<file path="config.mk">
export PLATFORM = sky130hd
export DESIGN_NAME = acf_accumulator
export DESIGN_NICKNAME = d
export VERILOG_FILES = /design/src/acf_pkg.sv /design/src/acf_accumulator.sv
export VERILOG_INCLUDE_DIRS = /design/src
export SDC_FILE = /design/constraint.sdc
export NUM_CORES = 2
export LEC_CHECK = 0
export CAP_MARGIN = 20
export CORE_UTILIZATION = 50
export CTS_BUF_LIST = sky130_fd_sc_hd__clkbuf_4
export CTS_CLUSTER_DIAMETER = 100
export CTS_CLUSTER_SIZE = 8
export DETAILED_ROUTE_END_ITERATION = 16
export DONT_BUFFER_PORTS = 1
export HOLD_SLACK_MARGIN = 0.05
export PLACE_DENSITY_LB_ADDON = 0.12
export SLEW_MARGIN = 20
export SYNTH_ARGS = -nofsm -noshare
export SYNTH_HDL_FRONTEND = slang
export SYNTH_SLANG_ARGS = --single-unit
</file>
<file path="constraint.sdc">
create_clock -name iClock -period 21.4 [get_ports iClock]
set_clock_uncertainty 0.05 [all_clocks]
set_input_delay 3.21 -clock iClock [delete_from_list [all_inputs] [get_ports iClock]]
set_output_delay 3.21 -clock iClock [all_outputs]
set_load 0.03 [all_outputs]
</file>
<file path="src/acf_cfg.svh">
// ------------------------------------------------------------
// build constants for the block autocorrelation design
// include wherever lag count, block size or widths are needed
// ------------------------------------------------------------
`ifndef ACF_CFG_SVH
`define ACF_CFG_SVH

// highest lag computed
// lag 0 is the block energy and serves as the normalizer
`define ACF_LAGS       4

// samples per block, products never cross a block edge
`define ACF_BLOCK_SIZE 64

`define ACF_SAMPLE_W   16
`define ACF_SUM_W      43
`define ACF_LAG_IDX_W  4

`endif

</file>
<file path="src/acf_pkg.sv">
// ------------------------------------------------------------
// shared types for the autocorrelation datapath and its records
// ------------------------------------------------------------
`include "acf_cfg.svh"

package acf_pkg;

    typedef logic signed [`ACF_SAMPLE_W-1:0] sample_t;
    typedef logic signed [`ACF_SUM_W-1:0]    acf_sum_t;

    // single precision layout, no special values are produced
    typedef struct packed {
        logic        sign;
        logic [7:0]  exponent;
        logic [22:0] fraction;
    } fp32_t;

    // all lag sums of one block, index 0 holds lag 0
    typedef struct packed {
        acf_sum_t [`ACF_LAGS:0] sums;
    } acf_block_t;

    typedef struct packed {
        logic [`ACF_LAG_IDX_W-1:0] lag;
        acf_sum_t                  raw_sum;
        fp32_t                     norm;
    } acf_coef_t;

    typedef enum logic [2:0] {
        NORM_IDLE,
        NORM_CONV_DEN,
        NORM_CONV_NUM,
        NORM_DIVIDE,
        NORM_EMIT
    } norm_state_e;

endpackage

</file>
<file path="src/acf_accumulator.sv">
// ------------------------------------------------------------
// per-block lag sums over the sample stream
// snapshot pulses two cycles after the last sample of a block
// ------------------------------------------------------------
`include "acf_cfg.svh"

module acf_accumulator (
    input  logic                iClock,
    input  logic                rst_n,
    input  logic                sample_valid,
    input  acf_pkg::sample_t    sample,
    output logic                snapshot_valid,
    output acf_pkg::acf_block_t snapshot
);
    localparam int CNT_W  = $clog2(`ACF_BLOCK_SIZE);
    localparam int PROD_W = 2 * `ACF_SAMPLE_W;
    localparam logic [CNT_W-1:0] LAST_IDX = CNT_W'(`ACF_BLOCK_SIZE - 1);

    acf_pkg::sample_t         hist [0:`ACF_LAGS];
    logic signed [PROD_W-1:0] prod [0:`ACF_LAGS];
    acf_pkg::acf_sum_t        sums [0:`ACF_LAGS];
    logic [CNT_W-1:0]         count;
    logic                     hist_new;
    logic                     hist_last;
    logic                     prod_new;
    logic                     prod_last;

    // ------------------------------------------------------------
    // stage 1 holds a delay line of the newest samples
    // ------------------------------------------------------------
    always_ff @(posedge iClock or negedge rst_n) begin
        if (!rst_n) begin
            for (int i = 0; i <= `ACF_LAGS; i++) begin
                hist[i] <= '0;
            end
            count     <= '0;
            hist_new  <= 1'b0;
            hist_last <= 1'b0;
        end else begin
            hist_new  <= sample_valid;
            hist_last <= sample_valid && (count == LAST_IDX);
            if (sample_valid) begin
                count <= (count == LAST_IDX) ? '0 : count + 1'b1;
            end
            if (hist_last) begin
                // the finished block leaves the line and a new first sample starts clean
                for (int i = 1; i <= `ACF_LAGS; i++) begin
                    hist[i] <= '0;
                end
                hist[0] <= sample_valid ? sample : '0;
            end else if (sample_valid) begin
                hist[0] <= sample;
                for (int i = 1; i <= `ACF_LAGS; i++) begin
                    hist[i] <= hist[i-1];
                end
            end
        end
    end

    // stage 2 forms one product per lag against the newest sample
    always_ff @(posedge iClock or negedge rst_n) begin
        if (!rst_n) begin
            for (int i = 0; i <= `ACF_LAGS; i++) begin
                prod[i] <= '0;
            end
            prod_new  <= 1'b0;
            prod_last <= 1'b0;
        end else begin
            prod_new  <= hist_new;
            prod_last <= hist_last;
            if (hist_new) begin
                for (int i = 0; i <= `ACF_LAGS; i++) begin
                    prod[i] <= hist[0] * hist[i];
                end
            end
        end
    end

    // ------------------------------------------------------------
    // stage 3 keeps the working sums and clears them at hand-off
    // ------------------------------------------------------------
    always_ff @(posedge iClock or negedge rst_n) begin
        if (!rst_n) begin
            for (int i = 0; i <= `ACF_LAGS; i++) begin
                sums[i] <= '0;
            end
            snapshot_valid <= 1'b0;
        end else begin
            snapshot_valid <= prod_new && prod_last;
            if (prod_new) begin
                for (int i = 0; i <= `ACF_LAGS; i++) begin
                    if (prod_last) begin
                        sums[i] <= '0;
                    end else begin
                        sums[i] <= sums[i] + prod[i];
                    end
                end
            end
        end
    end

    always_ff @(posedge iClock) begin
        if (prod_new && prod_last) begin
            for (int i = 0; i <= `ACF_LAGS; i++) begin
                snapshot.sums[i] <= sums[i] + prod[i];
            end
        end
    end

endmodule

</file>
==> results.toml <==
[run_status]
status = "finished, violations left"
violations = "slew limit"

[cts]
cts_resized = 0
postCtsHoldBufs = 0
cts.sinks = 680
cts_buffer_depth = 3
cts-root-buf = "clkbuf_4"
cts_tree = "yes"
clk_pin_slew_worst_paths_ps = 130
cts_buffers = 98
clk_latency_ps = 1230
postCtsSetupBuffers = 0
htreeDepth = 3

[global_route]
grt_max_degree = 466
grt_overflow = 0
grt_pass1_wl_mm = 328
grt_pass1_vias = 59800
grt_use_total_pct = 25.3
grt_antenna_before_repair = 9

[logic_synthesis]
mappedNetlistArea_um2 = 81800
synth_enable_flop_cells = 215
async_flop_share_pct = 68.4
ys_types = 93
syn_inst = 8135
post-synth-top-area-cell = "fa_1"
avgSynthCellArea_um2 = 10.1
synth_top_cells_by_count = "inv_1 (1549), fa_1 (1285), nand2_1 (706)"
ys_ff_latch = 680
synth_top_area_share_pct = 31.5
yosys_warnings = 0
ys_seq_area_share_pct = 22.1
synth_flop_cell = "dfrtp_1"
yosys-top-cells-area = "fa_1 (31%), dfrtp_1 (14%), ha_1 (9.7%)"
synthesis.nets = 10100
yosysMostFrequentCell = "inv_1"

[critical_path]
crit_path_end_kind = "flop"
critical_path_class = "flop to flop"
r2r_start = "hist[70]"
path_max_fanout = 49
crit_arrival_ps = 9150
crit_path_start = "hist[70]"
startpoint_type = "flop"
cp.required_ps = 22420

[die]
floorplan.initialDensity_pct = 50.3
io-pin-count = 235
dieArea_um2 = 165000
core.rowCount = 148
dieHeight_um = 406
die_w_um = 406
core_area_um2 = 163000

[job]
maxCapViolCount = 0

[final_layout]
nets = 9874
area_delta_synth_final_pct = 3.92
final_cell_area_um2 = 85000
drive_above_1_share_pct = 5.20
nFillCells = 14900

[timing]
final_hold_viol_count = 0
timing.hold.ws_ps = 436
finalCriticalPeriod_ps = 8130
final.setup.tns_ps = 0
timing.final.crit_share_pct = 38.0
grt_setup_unrepaired = "no"
worst_slew_pin_slew_ps = 2120
timing.fmax_mhz = 123
setup_violations = 0
slew_headroom_pct = -41.3
slew_violations = 181

[routing]
drt-wirelength-per-cell_um = 19.6
viasPerCell = 5.45
vias = 55500
drt-total-wl_mm = 200
first_iter_violations = 3120
postRouteAntennaNets = 0
drc_errors = 0
firstDrtPassIters = 6

[placement]
placed_area_um2 = 83600
gp_congestion = 0.869
io_buffers = 0
dp_hpwl_mm = 148

[min_path]
hold_class = "flop to flop"
min_from = "count[5]"
-- kinds of logic (layout without fill, tap and decap cells) --
group                      after synthesis  count (layout)  share of synthesized area [%]
AOI/OAI and AO/OA                     1219            1219                           10.5
xor gates and xnor gates               385             385                           4.12
adders and majority gates             1917            1917                           41.1
other                                    0               7                              0
and+or+nand+nor                       1856            1856                           11.0
buffers and inverters                 1896            1768                           8.71
muxes                                  182             182                           2.40
DFF                                    680             680                           22.1
-- sequential cells by signal, indices dropped and copies added (netlist names) --
register and count:
snapshot 215, sums 215, prod 159, hist 80, count 6, hist_last 1
hist_new 1, prod_last 1, prod_new 1, snapshot_valid 1
-- routing by layer --
metal  global-route usage (%)  vias up  wire, um
met5                        0        -        13
li1                         -    25400         -
met2                     42.3     1241     97300
met3                     3.36      295      9330
met1                     34.2    28600     87600
met4                     7.58        2      5760
-- per-stage QoR --
step           std cells  utilization (%)  setup WS, ps
5_1_grt            10200             52.3         12920
3_3_place_gp       10000             51.4         13570
3_5_place_dp       10000             51.4         13420
4_1_cts            10200             52.3         13360
2_1_floorplan       8135                -         10410
6_report           10200             52.3         13270
-- layout by cell type (no fill, tap or decap), types with 123 or more instances in the layout --
master	count
a21oi_1	304
nand2_1	706
dfrtp_1	446
fa_1	1285
xnor2_1	283
o21ai_0	123
clkbuf_4	154
inv_1	1549
ha_1	632
edfxtp_1	215
a21o_1	222
and2_1	544
nor2_1	295
a22o_1	200
-- area by class of cell --
type	instances	area [um2]	share of cell area (%)
sequential	680	18100	21.3
tap	2175	2720	3.20
multi-input combinational	5559	56600	66.6
antenna	7	17.5	0.0206
clock buffer	154	1160	1.36
timing repair buffer	44	350	0.412
clock inverter	15	191	0.225
inverter	1555	5840	6.88
-- critical path, stage by stage, from the launching register on --
cell	delay, ps
dfrtp_2	1010
buf_4	770
and2_1	250
fa_1	410
inv_1	80
fa_1	440
fa_1	520
fa_1	560
inv_1	50
fa_1	480
inv_1	50
fa_1	470
inv_1	40
ha_1	320
and2_1	170
a221oi_1	550
nor2_1	80
nor3_1	180
o31ai_1	180
a311oi_1	550
o21ai_1	110
o211a_1	160
o21ai_1	150
a21oi_1	90
o31ai_1	210
-- path summary, 6_finish.rpt --
kind	slack, ps	cells past startpoint	to
max	13270	24	prod[30]
min	440	1	count[5]
max reg2reg	13270	24	prod[30]
min reg2reg	440	1	count[5]
max in group asynchronous	17840	0	hist[75]
min in group asynchronous	1710	0	hist[1]
Power is not shown: default switching activity piles up to over one toggle a cycle in this logic, so the estimate is an artifact.
