`src/acf_cfg.svh`:
```
// ------------------------------------------------------------
// build constants for the block autocorrelation design
// include wherever lag count, block size or widths are needed
// ------------------------------------------------------------
`ifndef ACF_CFG_SVH
`define ACF_CFG_SVH

// highest lag computed
// lag 0 is the block energy and serves as the normalizer
`define ACF_LAGS       4

// samples per block, products never cross a block edge
`define ACF_BLOCK_SIZE 64

`define ACF_SAMPLE_W   16
`define ACF_SUM_W      43
`define ACF_LAG_IDX_W  4

`endif

```
`src/acf_pkg.sv`:
```
// ------------------------------------------------------------
// shared types for the autocorrelation datapath and its records
// ------------------------------------------------------------
`include "acf_cfg.svh"

package acf_pkg;

    typedef logic signed [`ACF_SAMPLE_W-1:0] sample_t;
    typedef logic signed [`ACF_SUM_W-1:0]    acf_sum_t;

    // single precision layout, no special values are produced
    typedef struct packed {
        logic        sign;
        logic [7:0]  exponent;
        logic [22:0] fraction;
    } fp32_t;

    // all lag sums of one block, index 0 holds lag 0
    typedef struct packed {
        acf_sum_t [`ACF_LAGS:0] sums;
    } acf_block_t;

    typedef struct packed {
        logic [`ACF_LAG_IDX_W-1:0] lag;
        acf_sum_t                  raw_sum;
        fp32_t                     norm;
    } acf_coef_t;

    typedef enum logic [2:0] {
        NORM_IDLE,
        NORM_CONV_DEN,
        NORM_CONV_NUM,
        NORM_DIVIDE,
        NORM_EMIT
    } norm_state_e;

endpackage

```
`src/int_to_float.sv`:
```
// ------------------------------------------------------------
// signed sum to single precision, truncating, two cycle latency
// ------------------------------------------------------------
`include "acf_cfg.svh"

module int_to_float (
    input  logic              iClock,
    input  logic              rst_n,
    input  logic              in_valid,
    input  acf_pkg::acf_sum_t value,
    output logic              out_valid,
    output acf_pkg::fp32_t    result
);
    localparam int SUM_W = `ACF_SUM_W;
    localparam int POS_W = $clog2(SUM_W);

    logic [SUM_W-1:0] mag_in;
    logic             stage1_valid;
    logic             stage1_sign;
    logic [SUM_W-1:0] stage1_mag;
    logic [POS_W-1:0] stage1_pos;
    logic [SUM_W-1:0] norm_mag;

    // position of the highest set bit, zero for a zero input
    function automatic logic [POS_W-1:0] lead_one(input logic [SUM_W-1:0] v);
        logic [POS_W-1:0] p;
        p = '0;
        for (int i = 0; i < SUM_W; i++) begin
            if (v[i]) begin
                p = POS_W'(i);
            end
        end
        return p;
    endfunction

    assign mag_in   = value[SUM_W-1] ? ~value + 1'b1 : value;
    // leading one moves to the top bit, the bits below the fraction fall off
    assign norm_mag = stage1_mag << (POS_W'(SUM_W - 1) - stage1_pos);

    always_ff @(posedge iClock or negedge rst_n) begin
        if (!rst_n) begin
            stage1_valid <= 1'b0;
            out_valid    <= 1'b0;
        end else begin
            stage1_valid <= in_valid;
            out_valid    <= stage1_valid;
        end
    end

    always_ff @(posedge iClock) begin
        stage1_sign <= value[SUM_W-1];
        stage1_mag  <= mag_in;
        stage1_pos  <= lead_one(mag_in);
        if (stage1_mag == '0) begin
            result <= '0;
        end else begin
            result.sign     <= stage1_sign;
            result.exponent <= 8'd127 + 8'(stage1_pos);
            result.fraction <= norm_mag[SUM_W-2 -: 23];
        end
    end

endmodule

```
`config.mk`:
```
export PLATFORM = sky130hd
export DESIGN_NAME = int_to_float
export DESIGN_NICKNAME = d
export VERILOG_FILES = /design/src/acf_pkg.sv /design/src/int_to_float.sv
export VERILOG_INCLUDE_DIRS = /design/src
export SDC_FILE = /design/constraint.sdc
export NUM_CORES = 1
export LEC_CHECK = 0
export BUFFER_PORTS_ARGS = -buffer_cell sky130_fd_sc_hd__buf_2
export CAP_MARGIN = 40
export CORE_AREA = 2 2 113 115
export DETAILED_ROUTE_END_ITERATION = 10
export DIE_AREA = 0 0 115 117
export HOLD_SLACK_MARGIN = 0.03
export PLACE_DENSITY = 0.84
export SYNTH_ARGS = -nofsm -noshare
export SYNTH_HDL_FRONTEND = slang
export SYNTH_SLANG_ARGS = --single-unit
```
`constraint.sdc`:
```
create_clock -name iClock -period 4.03 [get_ports iClock]
set_input_delay 1.0075 -clock iClock [delete_from_list [all_inputs] [get_ports iClock]]
set_output_delay 1.0075 -clock iClock [all_outputs]
set_load 0.02 [all_outputs]
```
==> results of run 1 <==
-- flip-flops by register name, indices dropped and copies added (netlist names) --
signal,cells
stage1_pos,6
stage1_valid,1
out_valid,1
stage1_mag,43
result,32
stage1_sign,1
-- final cells by class --
cell class                      count  area, µm²  area share, %
Multi-Input combinational cell    578       4420           59.4
Clock buffer                        9        225           3.03
Timing Repair Buffer              126        767           10.3
Clock inverter                      7       81.3           1.09
Inverter                           19       71.3          0.958
Tap cell                          150        188           2.52
Sequential cell                    84       1690           22.7
-- power groups by stage --
stage                     clock network (mW)  logic (mW)  registers, mW
after floorplan                            0       0.831           1.20
after global routing                   0.878        1.45           1.08
after detailed placement                   0        1.31           1.08
final                                  0.830        1.34           1.07
after CTS                              0.849        1.33           1.06
after global placement                     0        1.29           1.08
-- layout by cell type, fill, tap and decap left out, types with 9 or more instances in the layout --
master and count:
mux2i_1 47, o31ai_1 15, a211oi_1 18, o22ai_1 11, buf_2 78, mux2_2 10
clkbuf_16 9, a21oi_1 41, nor3_1 18, or3_1 9, xor2_1 14, nand3_1 16
nand2_1 58, o21ai_0 24, a31oi_1 12, nor2_1 71, mux4_2 34, dfxtp_1 81
nor4_1 20, xnor2_1 33, buf_4 46, inv_1 18
-- cells by family (layout without fill, tap and decap cells) --
| group | Yosys count | in the layout | share of synthesized area, % |
|---|---|---|---|
| multiplexers | 91 | 91 | 21.0 |
| buffers and inverters | 80 | 161 | 5.56 |
| AO/OA/AOI/OAI | 184 | 184 | 19.8 |
| AND/OR/NAND/NOR | 251 | 251 | 20.1 |
| flip-flops | 84 | 84 | 26.3 |
| adder cells (fa/ha/maj) | 3 | 3 | 0.583 |
| XOR/XNOR | 49 | 49 | 6.67 |
-- per-layer routing --
layer  global-route usage (%)  share of wire, %
met3                     4.02               7.2
met1                     35.0                43
met5                        0                 0
met4                     11.5               3.3
met2                     40.0                46
-- how the worst min path moves through the flow --
| stage | start | endpoint | slack (ps) | depth (start not counted) |
|---|---|---|---|---|
| after detailed placement | stage1_valid | out_valid | 350 | 0 |
| after global placement | stage1_valid | out_valid | 330 | 0 |
| after CTS | stage1_valid | out_valid | 370 | 0 |
| after global routing | stage1_valid | out_valid | 370 | 0 |
| after floorplan | stage1_valid | out_valid | 330 | 0 |
| final | stage1_valid | out_valid | 360 | 0 |
==> results.cfg, run 1 <==
[timing]
fin_crit_sh_pct = 93.0
whs_ps = 361
fin_crit_ps = 3750
worstMarginPinSlew_ps = 675
setup_slack_ps = 284
max_freq_mhz = 267
maxSlewViolCount = 0
skew_ps = 6.36
hold_viol_final = 0
rsz0062_at_grt = no
final.setup.tns_ps = 0
setup_viol = 0
relSlewSlack_pct = 54.7

[synthesis]
async_flop_share_pct = 2.38
synth_top_area_share_pct = 25.5
synth-edff-count = 0
ys_seq_area_share_pct = 26.3
synth_common_cells = dfxtp_1 (82), nor2_1 (71), nand2_1 (58)
syn_area_um2 = 6430
synthFlopType = dfxtp_1
avgSynthCellArea_um2 = 8.67
synth_area_leader_cell = dfxtp_1
yosys_warnings = 0
post-synth-top-count-cell = dfxtp_1
netlist-cell-type-count = 72
synthCells = 742
syn_nets = 791
synth.area.top_cells = dfxtp_1 (26%), mux4_2 (12%), mux2i_1 (7.3%), xnor2_1 (4.5%), nor2_1 (4.1%)
synth_seq_cells = 84

[cells_and_area]
final_cells = 973
fillers = 1066
final_layout_size_suffix_gt1_share_pct = 25.9
layout.nets = 867
num_antenna_cells = 0
utilization_pct = 60.5
fin_area_um2 = 7440
area_growth_pct = 15.7

[floorplan]
chipHeight_um = 117
die_x_um = 115
io_pins = 79
start_util_pct = 52.3
rows = 41
core_um2 = 12300
dieArea_um2 = 13500

[worst_setup_path]
regToRegEndpoint = result[21]
cp.depth = 12
endpoint = stage1_pos[1]
crit_buf_inv = 2
worstPathArrival_ps = 4040
critPathKind = in -> reg
crit_path_max_incr_delay_ps = 660
critPathTopFamily = simple AND/OR/NAND/NOR gates
reg2regPathDepth = 8
cp-startpoint = value[1]
r2r_slack_ps = 970
required_ps = 4320
endpoint_kind = register
crit_chain = buf_2 > inv_1 > ha_1 > or3b_1 > or4_4 > nor3_2 > a21oi_1 > o32a_1 > or4_1 > a31oi_1 > o311a_1 > or3_1
critPathLaunchType = input pin
crit_slowest_cell = or4_4
r2r_start = stage1_pos[0]
cp_max_fo = 14

[clock_tree]
insertion_delay_ps = 340
cts.sink_count = 84
numCtsBuffers = 9
cts_resized = 0
clk_pin_slew_worst_paths_ps = 60
ctsHoldBuffers = 0
post-cts-setup-buffers = 0
clockBufferDepth = 2
cts_tree = done
htreeDepth = 3
root_buffer = clkbuf_16

[hold_path]
hold_class = reg -> reg

[route]
vias_per_cell = 6.36
drc_errors = 0
wl_per_cell_um = 17.3
drt-initial-drc-count = 421
drt_pass1_iterations = 7
drt-total-wl_mm = 16.9
ant_nets = 0
vias = 6190

[power_and_ir_drop]
power.internal_mw = 2.05
power_leakage_nw = 2.96
powerDensity_nw_per_um2 = 435
switching_share_pct = 36.7
p_total_mw = 3.24
seqPwrFrac_pct = 32.9
power_frac_comb_pct = 41.4
irDropWorstVdd_mv = 0.252
p_clk_share_pct = 25.6
p_sw_mw = 1.19

[run_status]
outcome = complete, no violations

[placement]
dpl_cell_area_um2 = 7140
place_hpwl_mm = 12.7
portBuffers = 78
gp_congestion = 0.971
place_inst = 957
place_ws_ps = -54.0

[global_routing]
grt_first_pass_wirelength_mm = 27.6
grt_start_max_net_pins = 75
grt_overflow = 0
grt.total_usage_pct = 25.5
grt_pass1_vias = 5503
antenna_found_initial = 0

[run]
maxCapViolCount = 0
(Power assumes the default switching activity.)
==> inputs of run 2 (changes only) <==
--- a/config.mk
+++ b/config.mk
@@ -6,13 +6,13 @@
 export SDC_FILE = /design/constraint.sdc
 export NUM_CORES = 1
 export LEC_CHECK = 0
-export BUFFER_PORTS_ARGS = -buffer_cell sky130_fd_sc_hd__buf_2
 export CAP_MARGIN = 40
 export CORE_AREA = 2 2 113 115
 export DETAILED_ROUTE_END_ITERATION = 10
 export DIE_AREA = 0 0 115 117
+export DONT_BUFFER_PORTS = 1
 export HOLD_SLACK_MARGIN = 0.03
-export PLACE_DENSITY = 0.84
+export PLACE_DENSITY = 0.79
 export SYNTH_ARGS = -nofsm -noshare
 export SYNTH_HDL_FRONTEND = slang
 export SYNTH_SLANG_ARGS = --single-unit
==> constraint.sdc (replaced) <==
create_clock -name iClock -period 4.03 [get_ports iClock]
set_input_delay 0.2015 -clock iClock [delete_from_list [all_inputs] [get_ports iClock]]
set_output_delay 0.2015 -clock iClock [all_outputs]
set_load 0.02 [all_outputs]
==> results.cfg, run 2 (same netlist as run 1, synthesis figures left out) <==
[clock_tree]
numCtsBuffers = 9
cts.sink_count = 84
cts_tree = done
cts_resized = 0
htreeDepth = 3
clk_pin_slew_worst_paths_ps = 60
root_buffer = clkbuf_16
clockBufferDepth = 2
insertion_delay_ps = 340

[cells_and_area]
area_growth_pct = 11.6
top_regs = stage1_mag (43), result (32), stage1_pos (6)
largest_register_ffs = 43
utilization_pct = 58.3
layout.nets = 791
num_antenna_cells = 0
largest_register = stage1_mag
final_layout_size_suffix_gt1_share_pct = 13.3
multi_input_area_um2 = 4420
fillers = 1092
seq_area_um2 = 1690
final_cell_mix = dfxtp_1 (81), nor2_1 (71), nand2_1 (58)
final_common_cell = dfxtp_1

[route]
vias = 5923
drt_pass1_iterations = 5
wl_per_cell_um = 19.0
drc_errors = 0
vias_per_cell = 6.60
drt-initial-drc-count = 508
drt-total-wl_mm = 17.1
ant_nets = 0

[floorplan]
die_x_um = 115
rows = 41
core_um2 = 12300
start_util_pct = 52.3
dieArea_um2 = 13500
chipHeight_um = 117
io_pins = 79

[global_routing]
grt.total_usage_pct = 25.9
antenna_found_initial = 0
grt_overflow = 0
grt_start_max_net_pins = 75
grt_pass1_vias = 5610
grt_first_pass_wirelength_mm = 28.1

[worst_setup_path]
crit_top_cell = mux2i_1
reg2regPathDepth = 8
crit_buf_inv = 2
critPathLaunchType = register
crit_slowest_cell = ha_2
crit_chain = inv_1 > ha_2 > buf_4 > mux4_2 > mux2i_1 > mux2i_1 > a21oi_1 > o22ai_1
critPathTopFamily = multiplexers
r2r_start = stage1_pos[0]
r2r_slack_ps = 810
worstPathArrival_ps = 3380
regToRegEndpoint = result[17]
required_ps = 4200
endpoint_kind = register
critPathKind = reg -> reg
cp_max_fo = 29
crit_path_max_incr_delay_ps = 690

[hold_path]
holdCritStartpoint = value[28]
min_to = stage1_mag[28]
hold_class = in -> reg
hold_depth = 1

[timing]
hold_viol_final = 0
fin_crit_sh_pct = 79.8
fin_crit_ps = 3220
skew_ps = 11.4
max_freq_mhz = 311
maxSlewViolCount = 0
worstMarginPinSlew_ps = 888
relSlewSlack_pct = 40.7
final.setup.tns_ps = 0
setup_viol = 0
rsz0062_at_grt = no

[placement]
gp_congestion = 0.977
portBuffers = 0
place_hpwl_mm = 12.5

[power_and_ir_drop]
irDropWorstVdd_mv = 0.212
power_leakage_nw = 2.64
powerDensity_nw_per_um2 = 444

[run_status]
outcome = complete, no violations

[run]
maxCapViolCount = 0
==> run 2: cell count changes in the layout (fill, tap and decap cells not counted) <==
cell	change
buf_12	-1
buf_4	-34
buf_6	-1
dlygate4sd3_1	+38
clkinv_4	-1
bufinv_16	+2
clkinv_2	+2
buf_2	-78
inv_6	-2
inv_8	-1
==> run 2: area by class of cell <==
class / instances / share of cell area, %
Clock inverter: 7 / 1.59
Timing Repair Buffer: 50 / 6.55
Multi-Input combinational cell: 578 / 61.5
Sequential cell: 84 / 23.6
Tap cell: 150 / 2.61
Clock buffer: 9 / 3.14
Inverter: 19 / 0.993
==> run 2: what timing repair did <==
action                                 in CTS  in global routing
hold buffers                               38                  0
endpoints found under the hold margin      39                  0
buffers inserted                            0                  0
==> run 2: how the worst max path moves through the flow <==
stage                        from             to  slack (ps)  cells after the start
finish              stage1_pos[0]     result[17]         810                      8
floorplan           stage1_pos[0]     result[20]         260                     15
global route        stage1_pos[0]     result[17]         650                      8
CTS                 stage1_pos[0]     result[17]         880                      8
detailed placement       value[0]  stage1_pos[1]         670                     12
global placement         value[0]  stage1_pos[1]         700                     11
==> run 2: routing by layer <==
metal  wire [µm]  track usage (%)  vias to the layer above  part of all wire, %
li1            -                -                     2793                    -
met1        7310             34.8                     2777                   43
met2        8150             43.1                      319                   48
met3        1250             4.17                       34                  7.4
met4         346             8.11                        0                  2.0
met5           0                0                        -                    0
==> run 2: power by group <==
| part | total (mW) | internal, mW | switching, mW |
|---|---|---|---|
| Sequential | 1.21 | 0.989 | 0.222 |
| Clock | 0.918 | 0.603 | 0.315 |
| Combinational | 1.06 | 0.492 | 0.563 |
| Total | 3.18 | 2.08 | 1.10 |
==> run 2: metrics by stage <==
| stage | setup slack, ps | power, mW | area (µm²) | hold slack, ps | cells |
|---|---|---|---|---|---|
| after floorplan | 263 | 2.03 | 6430 | -94.1 | 742 |
| after global placement | 700 | 2.21 | 6460 | -94.0 | 843 |
| after detailed placement | 670 | 2.23 | 6460 | -94.0 | 843 |
| after CTS | 881 | 3.19 | 7180 | 34.1 | 897 |
| after global routing | 647 | 3.36 | 7180 | 36.5 | 897 |
| final | 815 | 3.18 | 7180 | 50.0 | 897 |
==> run 2: worst reg2reg max path: stages, from the launching register on <==
cell,delay [ps]
dfxtp_2,320
inv_1,190
ha_2,690
buf_4,450
mux4_2,600
mux2i_1,260
mux2i_1,170
a21oi_1,250
o22ai_1,120
