==> config.mk <==
export PLATFORM = sky130hd
export DESIGN_NAME = acf_normalizer
export DESIGN_NICKNAME = d
export VERILOG_FILES = /design/src/acf_pkg.sv /design/src/acf_normalizer.sv
export VERILOG_INCLUDE_DIRS = /design/src
export SDC_FILE = /design/constraint.sdc
export NUM_CORES = 1
export LEC_CHECK = 0
export ABC_AREA = 1
export BUFFER_PORTS_ARGS = -buffer_cell sky130_fd_sc_hd__buf_2
export CORE_AREA = 2 2 187 189
export CTS_CLUSTER_SIZE = 14
export DETAILED_ROUTE_END_ITERATION = 7
export DIE_AREA = 0 0 189 191
export GPL_TIMING_DRIVEN = 0
export HOLD_SLACK_MARGIN = 0.03
export PLACE_DENSITY = 0.61
export SLEW_MARGIN = 25
export SYNTH_ARGS = -nofsm -noshare
export SYNTH_HDL_FRONTEND = slang
export SYNTH_SLANG_ARGS = --single-unit
==> constraint.sdc <==
create_clock -name iClock -period 12.1 [get_ports iClock]
set_clock_uncertainty 0.2 [all_clocks]
set_input_delay 2.42 -clock iClock [delete_from_list [all_inputs] [get_ports iClock]]
set_output_delay 2.42 -clock iClock [all_outputs]
set_load 0.01 [all_outputs]
==> src/acf_cfg.svh <==
// ------------------------------------------------------------
// build constants for the block autocorrelation design
// include wherever lag count, block size or widths are needed
// ------------------------------------------------------------
`ifndef ACF_CFG_SVH
`define ACF_CFG_SVH

// highest lag computed
// lag 0 is the block energy and serves as the normalizer
`define ACF_LAGS       4

// samples per block, products never cross a block edge
`define ACF_BLOCK_SIZE 64

`define ACF_SAMPLE_W   16
`define ACF_SUM_W      43
`define ACF_LAG_IDX_W  4

`endif

==> src/acf_pkg.sv <==
// ------------------------------------------------------------
// shared types for the autocorrelation datapath and its records
// ------------------------------------------------------------
`include "acf_cfg.svh"

package acf_pkg;

    typedef logic signed [`ACF_SAMPLE_W-1:0] sample_t;
    typedef logic signed [`ACF_SUM_W-1:0]    acf_sum_t;

    // single precision layout, no special values are produced
    typedef struct packed {
        logic        sign;
        logic [7:0]  exponent;
        logic [22:0] fraction;
    } fp32_t;

    // all lag sums of one block, index 0 holds lag 0
    typedef struct packed {
        acf_sum_t [`ACF_LAGS:0] sums;
    } acf_block_t;

    typedef struct packed {
        logic [`ACF_LAG_IDX_W-1:0] lag;
        acf_sum_t                  raw_sum;
        fp32_t                     norm;
    } acf_coef_t;

    typedef enum logic [2:0] {
        NORM_IDLE,
        NORM_CONV_DEN,
        NORM_CONV_NUM,
        NORM_DIVIDE,
        NORM_EMIT
    } norm_state_e;

endpackage

==> src/acf_normalizer.sv <==
// ------------------------------------------------------------
// sequences conversion and division of one block into records
// blocks arriving while busy are dropped and flagged
// ------------------------------------------------------------
`include "acf_cfg.svh"

module acf_normalizer (
    input  logic                iClock,
    input  logic                rst_n,
    input  logic                snapshot_valid,
    input  acf_pkg::acf_block_t snapshot,
    output logic                conv_valid,
    output acf_pkg::acf_sum_t   conv_value,
    input  logic                conv_done,
    input  acf_pkg::fp32_t      conv_result,
    output logic                div_start,
    output acf_pkg::fp32_t      div_num,
    output acf_pkg::fp32_t      div_den,
    input  logic                div_done,
    input  acf_pkg::fp32_t      div_quotient,
    output logic                coef_valid,
    output acf_pkg::acf_coef_t  coef,
    output logic                block_done,
    output logic                overrun
);
    localparam int LAG_W = `ACF_LAG_IDX_W;
    localparam logic [LAG_W-1:0] LAST_LAG = LAG_W'(`ACF_LAGS);

    acf_pkg::norm_state_e state;
    acf_pkg::acf_block_t  blk;
    logic [LAG_W-1:0]     lag;
    logic                 last_lag;

    assign last_lag = (lag == LAST_LAG);
    // the converter always works on the current lag of the private copy
    assign conv_value = blk.sums[lag];

    // ------------------------------------------------------------
    // control
    // ------------------------------------------------------------
    always_ff @(posedge iClock or negedge rst_n) begin
        if (!rst_n) begin
            state      <= acf_pkg::NORM_IDLE;
            lag        <= '0;
            conv_valid <= 1'b0;
            div_start  <= 1'b0;
            coef_valid <= 1'b0;
            block_done <= 1'b0;
            overrun    <= 1'b0;
        end else begin
            conv_valid <= 1'b0;
            div_start  <= 1'b0;
            coef_valid <= 1'b0;
            block_done <= 1'b0;
            overrun    <= snapshot_valid && (state != acf_pkg::NORM_IDLE);
            case (state)
                acf_pkg::NORM_IDLE: begin
                    if (snapshot_valid) begin
                        lag        <= '0;
                        conv_valid <= 1'b1;
                        state      <= acf_pkg::NORM_CONV_DEN;
                    end
                end
                acf_pkg::NORM_CONV_DEN: begin
                    // lag 0 goes through once more as its own numerator
                    if (conv_done) begin
                        conv_valid <= 1'b1;
                        state      <= acf_pkg::NORM_CONV_NUM;
                    end
                end
                acf_pkg::NORM_CONV_NUM: begin
                    if (conv_done) begin
                        div_start <= 1'b1;
                        state     <= acf_pkg::NORM_DIVIDE;
                    end
                end
                acf_pkg::NORM_DIVIDE: begin
                    if (div_done) begin
                        coef_valid <= 1'b1;
                        block_done <= last_lag;
                        state      <= acf_pkg::NORM_EMIT;
                    end
                end
                acf_pkg::NORM_EMIT: begin
                    if (last_lag) begin
                        state <= acf_pkg::NORM_IDLE;
                    end else begin
                        lag        <= lag + 1'b1;
                        conv_valid <= 1'b1;
                        state      <= acf_pkg::NORM_CONV_NUM;
                    end
                end
                default: state <= acf_pkg::NORM_IDLE;
            endcase
        end
    end

    // ------------------------------------------------------------
    // block copy, operands and output record
    // ------------------------------------------------------------
    always_ff @(posedge iClock) begin
        if (state == acf_pkg::NORM_IDLE && snapshot_valid) begin
            blk <= snapshot;
        end
        if (state == acf_pkg::NORM_CONV_DEN && conv_done) begin
            div_den <= conv_result;
        end
        if (state == acf_pkg::NORM_CONV_NUM && conv_done) begin
            div_num <= conv_result;
        end
        if (state == acf_pkg::NORM_DIVIDE && div_done) begin
            coef.lag     <= lag;
            coef.raw_sum <= blk.sums[lag];
            coef.norm    <= div_quotient;
        end
    end

endmodule

==> results.md, run 1 <==
* Crit. End Element: primary output
* GP Congestion at 0.772
* CP Max Fanout at 10
* Starting DRC count in detailed routing at 448
* Routed Antenna Nets at 0
* CTS buffer count at 38
* Clock Root Buffer: clkbuf_16
* H-tree depth at 2
* Max cap viols at 0
* Placed Cells at 1,791
* Synth cell count leaders: edfxtp_1, nand2_1, nand3_1, inv_1, o21ai_0
* Num ports at 475
* Clock Path Buffers at 3
* Seq cells post-synth at 370
* Avg Synthesized Cell Area at 15.5 sq um
* Final Non-Filler Cells at 1,864
* Post-Syn Instances at 854
* Actual slew at the worst max-slew pin at 0.632 ns
* TritonRoute pass-1 iters at 5
* Die Area at 0.0361 sq mm
* Syn Std Cell Area at 0.0132 sq mm
* Area contributors post-synth: edfxtp_1, nand2_1, nand3_1, dfrtp_1, inv_1
* Number of synthesized flops with an enable pin at 358
* Top-count cell post-synth: edfxtp_1
* Routed length per placed instance at 18.7 um
* TNS Setup at 0 ns
* RSZ-0062 raised after global routing: no
* Via count at 8,595
* Initial antenna violation count at 10
* Largest area contributor in the netlist: edfxtp_1
* Leakage power at 7.24 nW
* Routed wire length at 34,800 um
* Final Setup Violations at 0
* Count of final hold-check violations at 0
* I/O Buffers at 474
* Net count, final at 1,662
* Worst rel slew slack at 57.4%
* VDD IR max at 0.000137 V
* CTS tree: yes
* PwrDens at 217 mW/mm^2
* Fmax achieved at 0.197 GHz
* Register area share after synthesis at 83.5%
* Grt ovf at 0
* CP arrival at 2.45 ns
* Post-CTS Setup Bufs at 0
* Dominant synthesized flop cell: edfxtp_1
* Clock group share of total power at 29.0%
* Worst Hold Class: reg -> reg
* GRT Overall Usage at 18.7%
* Worst setup SP type: register
* Post-DP HPWL at 25,800 um
* Clock sinks at 370
* Min Tclk post-route at 5.07 ns
* Cell Int Power at 2.67 mW
* Sw frac at 30.0%
* Async set-or-reset flop fraction in the synthesized netlist at 3.24%
* Post-synth top area share at 81.3%
* First-pass GRT wire length at 49,600 um
* Core Region at 0.0341 sq mm
* Hold_buf cts at 0
* Req. time, crit path at 9.48 ns
* Clk pin slew, worst setup/hold paths at 0.06 ns
* Ratio of cells with drive above 1 in the final layout at 41.2%
* Sw power at 1.14 mW
* Final hold slack at 0.308 ns
* Syn_nets at 1,140
* Comb power frac at 24.3%
* Clk Latency, worst-skew pair at 0.54 ns
* Post-CTS sizing at 0
* Vias in the first global route at 8,492
* Outcome: complete, no violations
* Initial Util at 38.8%
* Crit Path Category: reg -> out
* Vias/cell at 4.61
* FP Rows at 68
* Die span in x at 189 um
* Max-slew violation count at 0
* Final worst-path cycle share at 41.9%
* Post-route DRC violation count at 0
* Die Height at 191 um
* Largest net degree at the start of global routing at 100
* Syn-to-layout area delta at 32.8%
* Distinct cell type count after synthesis at 25
* Seq pwr share at 46.7%
* Yosys warning count at 0
[layout make-up]
cell class / instances / area (sq um)
fillers: 2958 / 16500
multi-input cells: 394 / 1790
diodes: 7 / 17.5
plain buffers: 36 / 205
well taps: 455 / 569
inverters: 54 / 215
flip-flops and latches: 370 / 11100
repair buffers: 482 / 2560
clock inverters: 19 / 150
clock buffers: 47 / 1010
[final timing paths]
kind,from,depth (start not counted),to,slack (ns)
max,lag[1],6,conv_value[30],7.03
min,lag[1],0,coef[76],0.31
max reg2reg,state[0],4,blk[164],9.77
min reg2reg,lag[1],0,coef[76],0.31
max in group asynchronous,rst_n,1,state[1],9.90
min in group asynchronous,rst_n,1,state[2],1.57
[worst max-delay path, cell delays in order, from the launching register on]
cell	delay, ns
dfrtp_1	0.40
buf_4	0.21
inv_4	0.16
nand3_4	0.17
clkbuf_1	0.30
o21ai_0	0.45
buf_2	0.22
[per-layer routing]
metal	vias to the layer above	track usage (%)	share of wire, %
li1	4118	-	-
met1	4042	21.3	37
met2	368	33.6	52
met3	61	5.12	7.8
met4	6	7.24	2.6
met5	-	0	0.11
[power by group through the flow]
| stage | clock network, mW | logic (mW) | registers, mW |
|---|---|---|---|
| floorplan | 0 | 0.455 | 1.88 |
| global placement | 0 | 0.887 | 1.87 |
| detailed placement | 0 | 0.943 | 1.81 |
| CTS | 1.13 | 0.945 | 1.78 |
| global route | 1.18 | 1.03 | 1.80 |
| finish | 1.10 | 0.924 | 1.78 |
[registers in the layout, indices dropped and copies added, names as in the netlist, 3 cells and up]
| register | cells |
|---|---|
| blk | 215 |
| coef | 79 |
| div_den | 32 |
| div_num | 32 |
| lag | 4 |
| state | 3 |
[cells by family after synthesis]
group | share of synthesized area (%)
and+or+nand+nor | 11.1
adders and majority gates | 0.189
buffers and inverters | 3.12
AOI/OAI and AO/OA | 1.98
DFF | 83.5
xor gates and xnor gates | 0.0662
[placed cells by master (no fill, tap or decap), drive strengths merged]
| cell type | instances |
|---|---|
| bufinv | 2 |
| nand4 | 1 |
| nand2 | 188 |
| o21bai | 1 |
| a21oi | 1 |
| clkbuf | 50 |
| diode | 7 |
| o21ai | 49 |
| dfrtp | 12 |
| nand3 | 136 |
| or2 | 1 |
| buf | 515 |
| ha | 2 |
| clkinvlp | 2 |
| nor4 | 1 |
| nor2 | 13 |
| clkinv | 13 |
| xnor2 | 1 |
| inv | 56 |
| edfxtp | 358 |
[stage by stage]
stage          setup slack [ns]  area [sq um]  util (%)  total power [mW]
6_report                   7.03         17600      51.5              3.81
5_1_grt                    6.84         17600      51.5              4.00
4_1_cts                    6.84         17600      51.4              3.86
3_5_place_dp               7.43         16400      48.1              2.75
3_3_place_gp               2.77         16200      47.4              2.76
2_1_floorplan              4.65         13200         -              2.34
Note: power is estimated with default switching activity, not from simulation.
==> run 2, diff against run 1 <==
--- a/config.mk
+++ b/config.mk
@@ -6,15 +6,15 @@
 export SDC_FILE = /design/constraint.sdc
 export NUM_CORES = 1
 export LEC_CHECK = 0
-export ABC_AREA = 1
+export ABC_AREA = 0
 export BUFFER_PORTS_ARGS = -buffer_cell sky130_fd_sc_hd__buf_2
-export CORE_AREA = 2 2 187 189
+export CORE_AREA = 2 2 186 188
 export CTS_CLUSTER_SIZE = 14
 export DETAILED_ROUTE_END_ITERATION = 7
-export DIE_AREA = 0 0 189 191
+export DIE_AREA = 0 0 188 190
 export GPL_TIMING_DRIVEN = 0
 export HOLD_SLACK_MARGIN = 0.03
-export PLACE_DENSITY = 0.61
+export PLACE_DENSITY = 0.63
 export SLEW_MARGIN = 25
 export SYNTH_ARGS = -nofsm -noshare
 export SYNTH_HDL_FRONTEND = slang
==> constraint.sdc (replaced) <==
create_clock -name iClock -period 4.6 [get_ports iClock]
set_clock_uncertainty 0.2 [all_clocks]
set_input_delay 0.92 -clock iClock [delete_from_list [all_inputs] [get_ports iClock]]
set_output_delay 0.92 -clock iClock [all_outputs]
set_load 0.01 [all_outputs]
==> run 2 against run 1 <==
  * Setup slack worse by 6.3 ns
  * Cell count decreased by 12%
  * Die area fell by 1.0%
  * Sequential cell count did not move
  * Sequential share of layout area up 0.28 points
  * Register-to-register slack worse by 8.0 ns
  * Via count is 11% lower
  * First-iteration DRC count is 23% lower
  * Sequential power increased to 2.6 times the previous value
  * Clock power increased to 2.8 times the previous value
  * Design area decreased by 0.44%
  * Combinational power grew to 2.8 times the previous value
  * Largest power group unchanged
  * Highest routed layer unchanged
==> results.md, run 2 <==
* Outcome: complete, no violations
* Largest area contributor in the netlist: edfxtp_1
* Final worst-path cycle share at 83.3%
* Register area share after synthesis at 85.1% (+1.5 points)
* Min Tclk post-route at 3.83 ns
* Post-synth top area share at 82.7% (+1.5 points)
* Vias/cell at 4.66 (+0.98%)
* Most flops, register: blk
* Yosys warning count at 0 (unchanged)
* Clk Latency, worst-skew pair at 0.53 ns (about the same)
* Number of synthesized flops with an enable pin at 358 (unchanged)
* Max reg flops at 215 (unchanged)
* RSZ-0062 raised after global routing: no
* Net count, final at 1,430 (-14%)
* Routed wire length at 32,000 um (-8.1%)
* Post-CTS sizing at 0 (unchanged)
* Vias in the first global route at 7,828 (-7.8%)
* Clock Root Buffer: clkbuf_16
* Post-CTS Setup Bufs at 0 (unchanged)
* Async set-or-reset flop fraction in the synthesized netlist at 3.24% (unchanged)
* Ratio of cells with drive above 1 in the final layout at 52.8% (+12 points)
* First-pass GRT wire length at 46,000 um (-7.2%)
* Final Non-Filler Cells at 1,637 (-12%)
* Final Util at 51.5% (about the same)
* Count of final hold-check violations at 0 (unchanged)
* I/O Buffers at 474 (unchanged)
* Leakage power at 6.74 nW (-6.9%)
* GP Congestion at 0.743 (-3.8%)
* Area contributors post-synth: edfxtp_1, mux2_2, mux2i_1, a221o_1, dfrtp_1
* Clock group share of total power at 30.0% (+1.0 points)
* Top-count cell post-synth: edfxtp_1
* Num ports at 475 (unchanged)
* Clock Path Buffers at 3 (unchanged)
* Post-DP Area at 0.0162 sq mm (-1.1%)
* Core Region at 0.0339 sq mm (-0.50%)
* Crit. End Element: primary output
* Distinct cell type count after synthesis at 30 (+20%)
* Seq cells post-synth at 370 (unchanged)
* Actual slew at the worst max-slew pin at 0.664 ns (+0.0324 ns)
* Post-DP HPWL at 23,600 um (-8.5%)
* Routed length per placed instance at 19.5 um (+4.7%)
* Max-slew violation count at 0 (unchanged)
* Crit Path Category: reg -> out
* Hold_buf cts at 0 (unchanged)
* DP Worst Slack at 1.25 ns (-6.19 ns)
* Fmax achieved at 0.261 GHz
* Via count at 7,622 (-11%)
* Die Area at 0.0357 sq mm (-1.0%)
* Initial antenna violation count at 11 (+1)
* Avg Synthesized Cell Area at 21.3 sq um (+37%)
* VDD IR max at 0.000391 V (+190%)
* Sw frac at 28.1% (-1.9 points)
* FP Rows at 68 (unchanged)
* CTS tree: yes
* Commonest cells after routing, fill and taps aside: buf_2, edfxtp_1, mux2i_1, mux2_2, nor2_1
* Routed Antenna Nets at 0 (unchanged)
* CP Max Fanout at 10 (unchanged)
* Largest registers: blk (215), coef (79)
* Cell Int Power at 7.37 mW (+180%)
* Comb power frac at 24.8% (+0.5 points)
* Synth cell count leaders: edfxtp_1, mux2i_1, mux2_2, nor2_1, a221o_1
* CP arrival at 2.71 ns (+0.26 ns)
* Most common cell after layout, fill and taps aside: buf_2
* Worst Hold Class: in -> async
* TNS Setup at 0 ns (unchanged)
* Post-route cell area at 0.0175 sq mm (-0.44%)
* Die span in x at 188 um (-0.53%)
* Final hold slack at 0.0714 ns (-0.237 ns)
* Worst rel slew slack at 55.5% (-1.9 points)
* Largest net degree at the start of global routing at 36 (-64%)
* H-tree depth at 2 (unchanged)
* Seq pwr share at 45.2% (-1.5 points)
* Req. time, crit path at 3.48 ns (-6.00 ns)
* Post-route DRC violation count at 0 (unchanged)
* Starting DRC count in detailed routing at 347 (-23%)
* Post-Syn Instances at 611 (-28%)
* Die Height at 190 um (-0.52%)
* Dominant synthesized flop cell: edfxtp_1
* Sw power at 2.88 mW (+150%)
* Placed Cells at 1,559 (-13%)
* Final worst slack at 0.768 ns (-6.26 ns)
* Max cap viols at 0 (unchanged)
* CTS buffer count at 38 (unchanged)
* Syn Std Cell Area at 0.0130 sq mm (-1.8%)
* Grt ovf at 0 (unchanged)
* Clock sinks at 370 (unchanged)
* PwrDens at 586 mW/mm^2 (+170%)
* Clk pin slew, worst setup/hold paths at 0.06 ns (about the same)
* TritonRoute pass-1 iters at 4 (-1)
* Syn_nets at 897 (-21%)
* Initial Util at 38.3% (-0.51 points)
* Worst setup SP type: register
* Syn-to-layout area delta at 34.6%
* GRT Overall Usage at 17.3% (-1.5 points)
* Final Total Pwr at 10.3 mW (+170%)
* Final Setup Violations at 0 (unchanged)
run 2: power by group through the flow:
stage          registers (mW)  clock network, mW  logic [mW]
2_1_floorplan            4.88                  0        1.31
3_3_place_gp             4.81                  0        2.44
3_5_place_dp             4.71                  0        2.60
4_1_cts                  4.64               3.15        2.61
5_1_grt                  4.69               3.28        2.76
6_report                 4.63               3.07        2.55
run 2: worst paths after layout:
check                           startpoint             end  slack, ns  cells past startpoint
worst max-delay path                lag[0]  conv_value[17]       0.77                      5
worst min-delay path                 rst_n       div_start       0.07                      1
worst max register to register    state[1]         blk[19]       1.79                      5
worst min register to register      lag[0]        coef[75]       0.29                      0
max in group asynchronous            rst_n        state[1]       3.90                      1
min in group iClock                 lag[0]        coef[75]       0.29                      0
run 2: kinds of logic (layout without fill, tap and decap cells):
family | Yosys count | after routing | share of synthesized area (%)
other cells | 0 | 8 | 0
compound gates | 51 | 51 | 3.66
fa+ha+maj | 2 | 2 | 0.193
mux | 89 | 89 | 7.28
flops | 370 | 370 | 85.1
simple gates | 69 | 69 | 2.49
buf+inv | 30 | 593 | 1.32
run 2: area by class of cell:
| type | count | area, sq um |
|---|---|---|
| Antenna cell | 8 | 20.0 |
| Buffer | 27 | 160 |
| Clock buffer | 50 | 1040 |
| Clock inverter | 20 | 213 |
| Fill cell | 2871 | 16500 |
| Inverter | 3 | 15.0 |
| Multi-Input combinational cell | 211 | 1810 |
| Sequential cell | 370 | 11100 |
| Tap cell | 455 | 569 |
| Timing Repair Buffer | 493 | 2620 |
run 2: worst max-delay path, cell delays in order, from the launching register on:
cell,delay [ns]
dfrtp_1,0.39
buf_2,0.18
nor2_1,0.53
clkbuf_1,0.57
a221o_1,0.34
buf_2,0.16
run 2: per-layer routing:
metal | up-vias | track usage (%) | wire, um
met2 | 357 | 31.3 | 16700
met1 | 3655 | 19.0 | 11800
li1 | 3538 | - | -
met3 | 66 | 5.35 | 2480
met5 | - | 0 | 35
met4 | 6 | 6.57 | 901
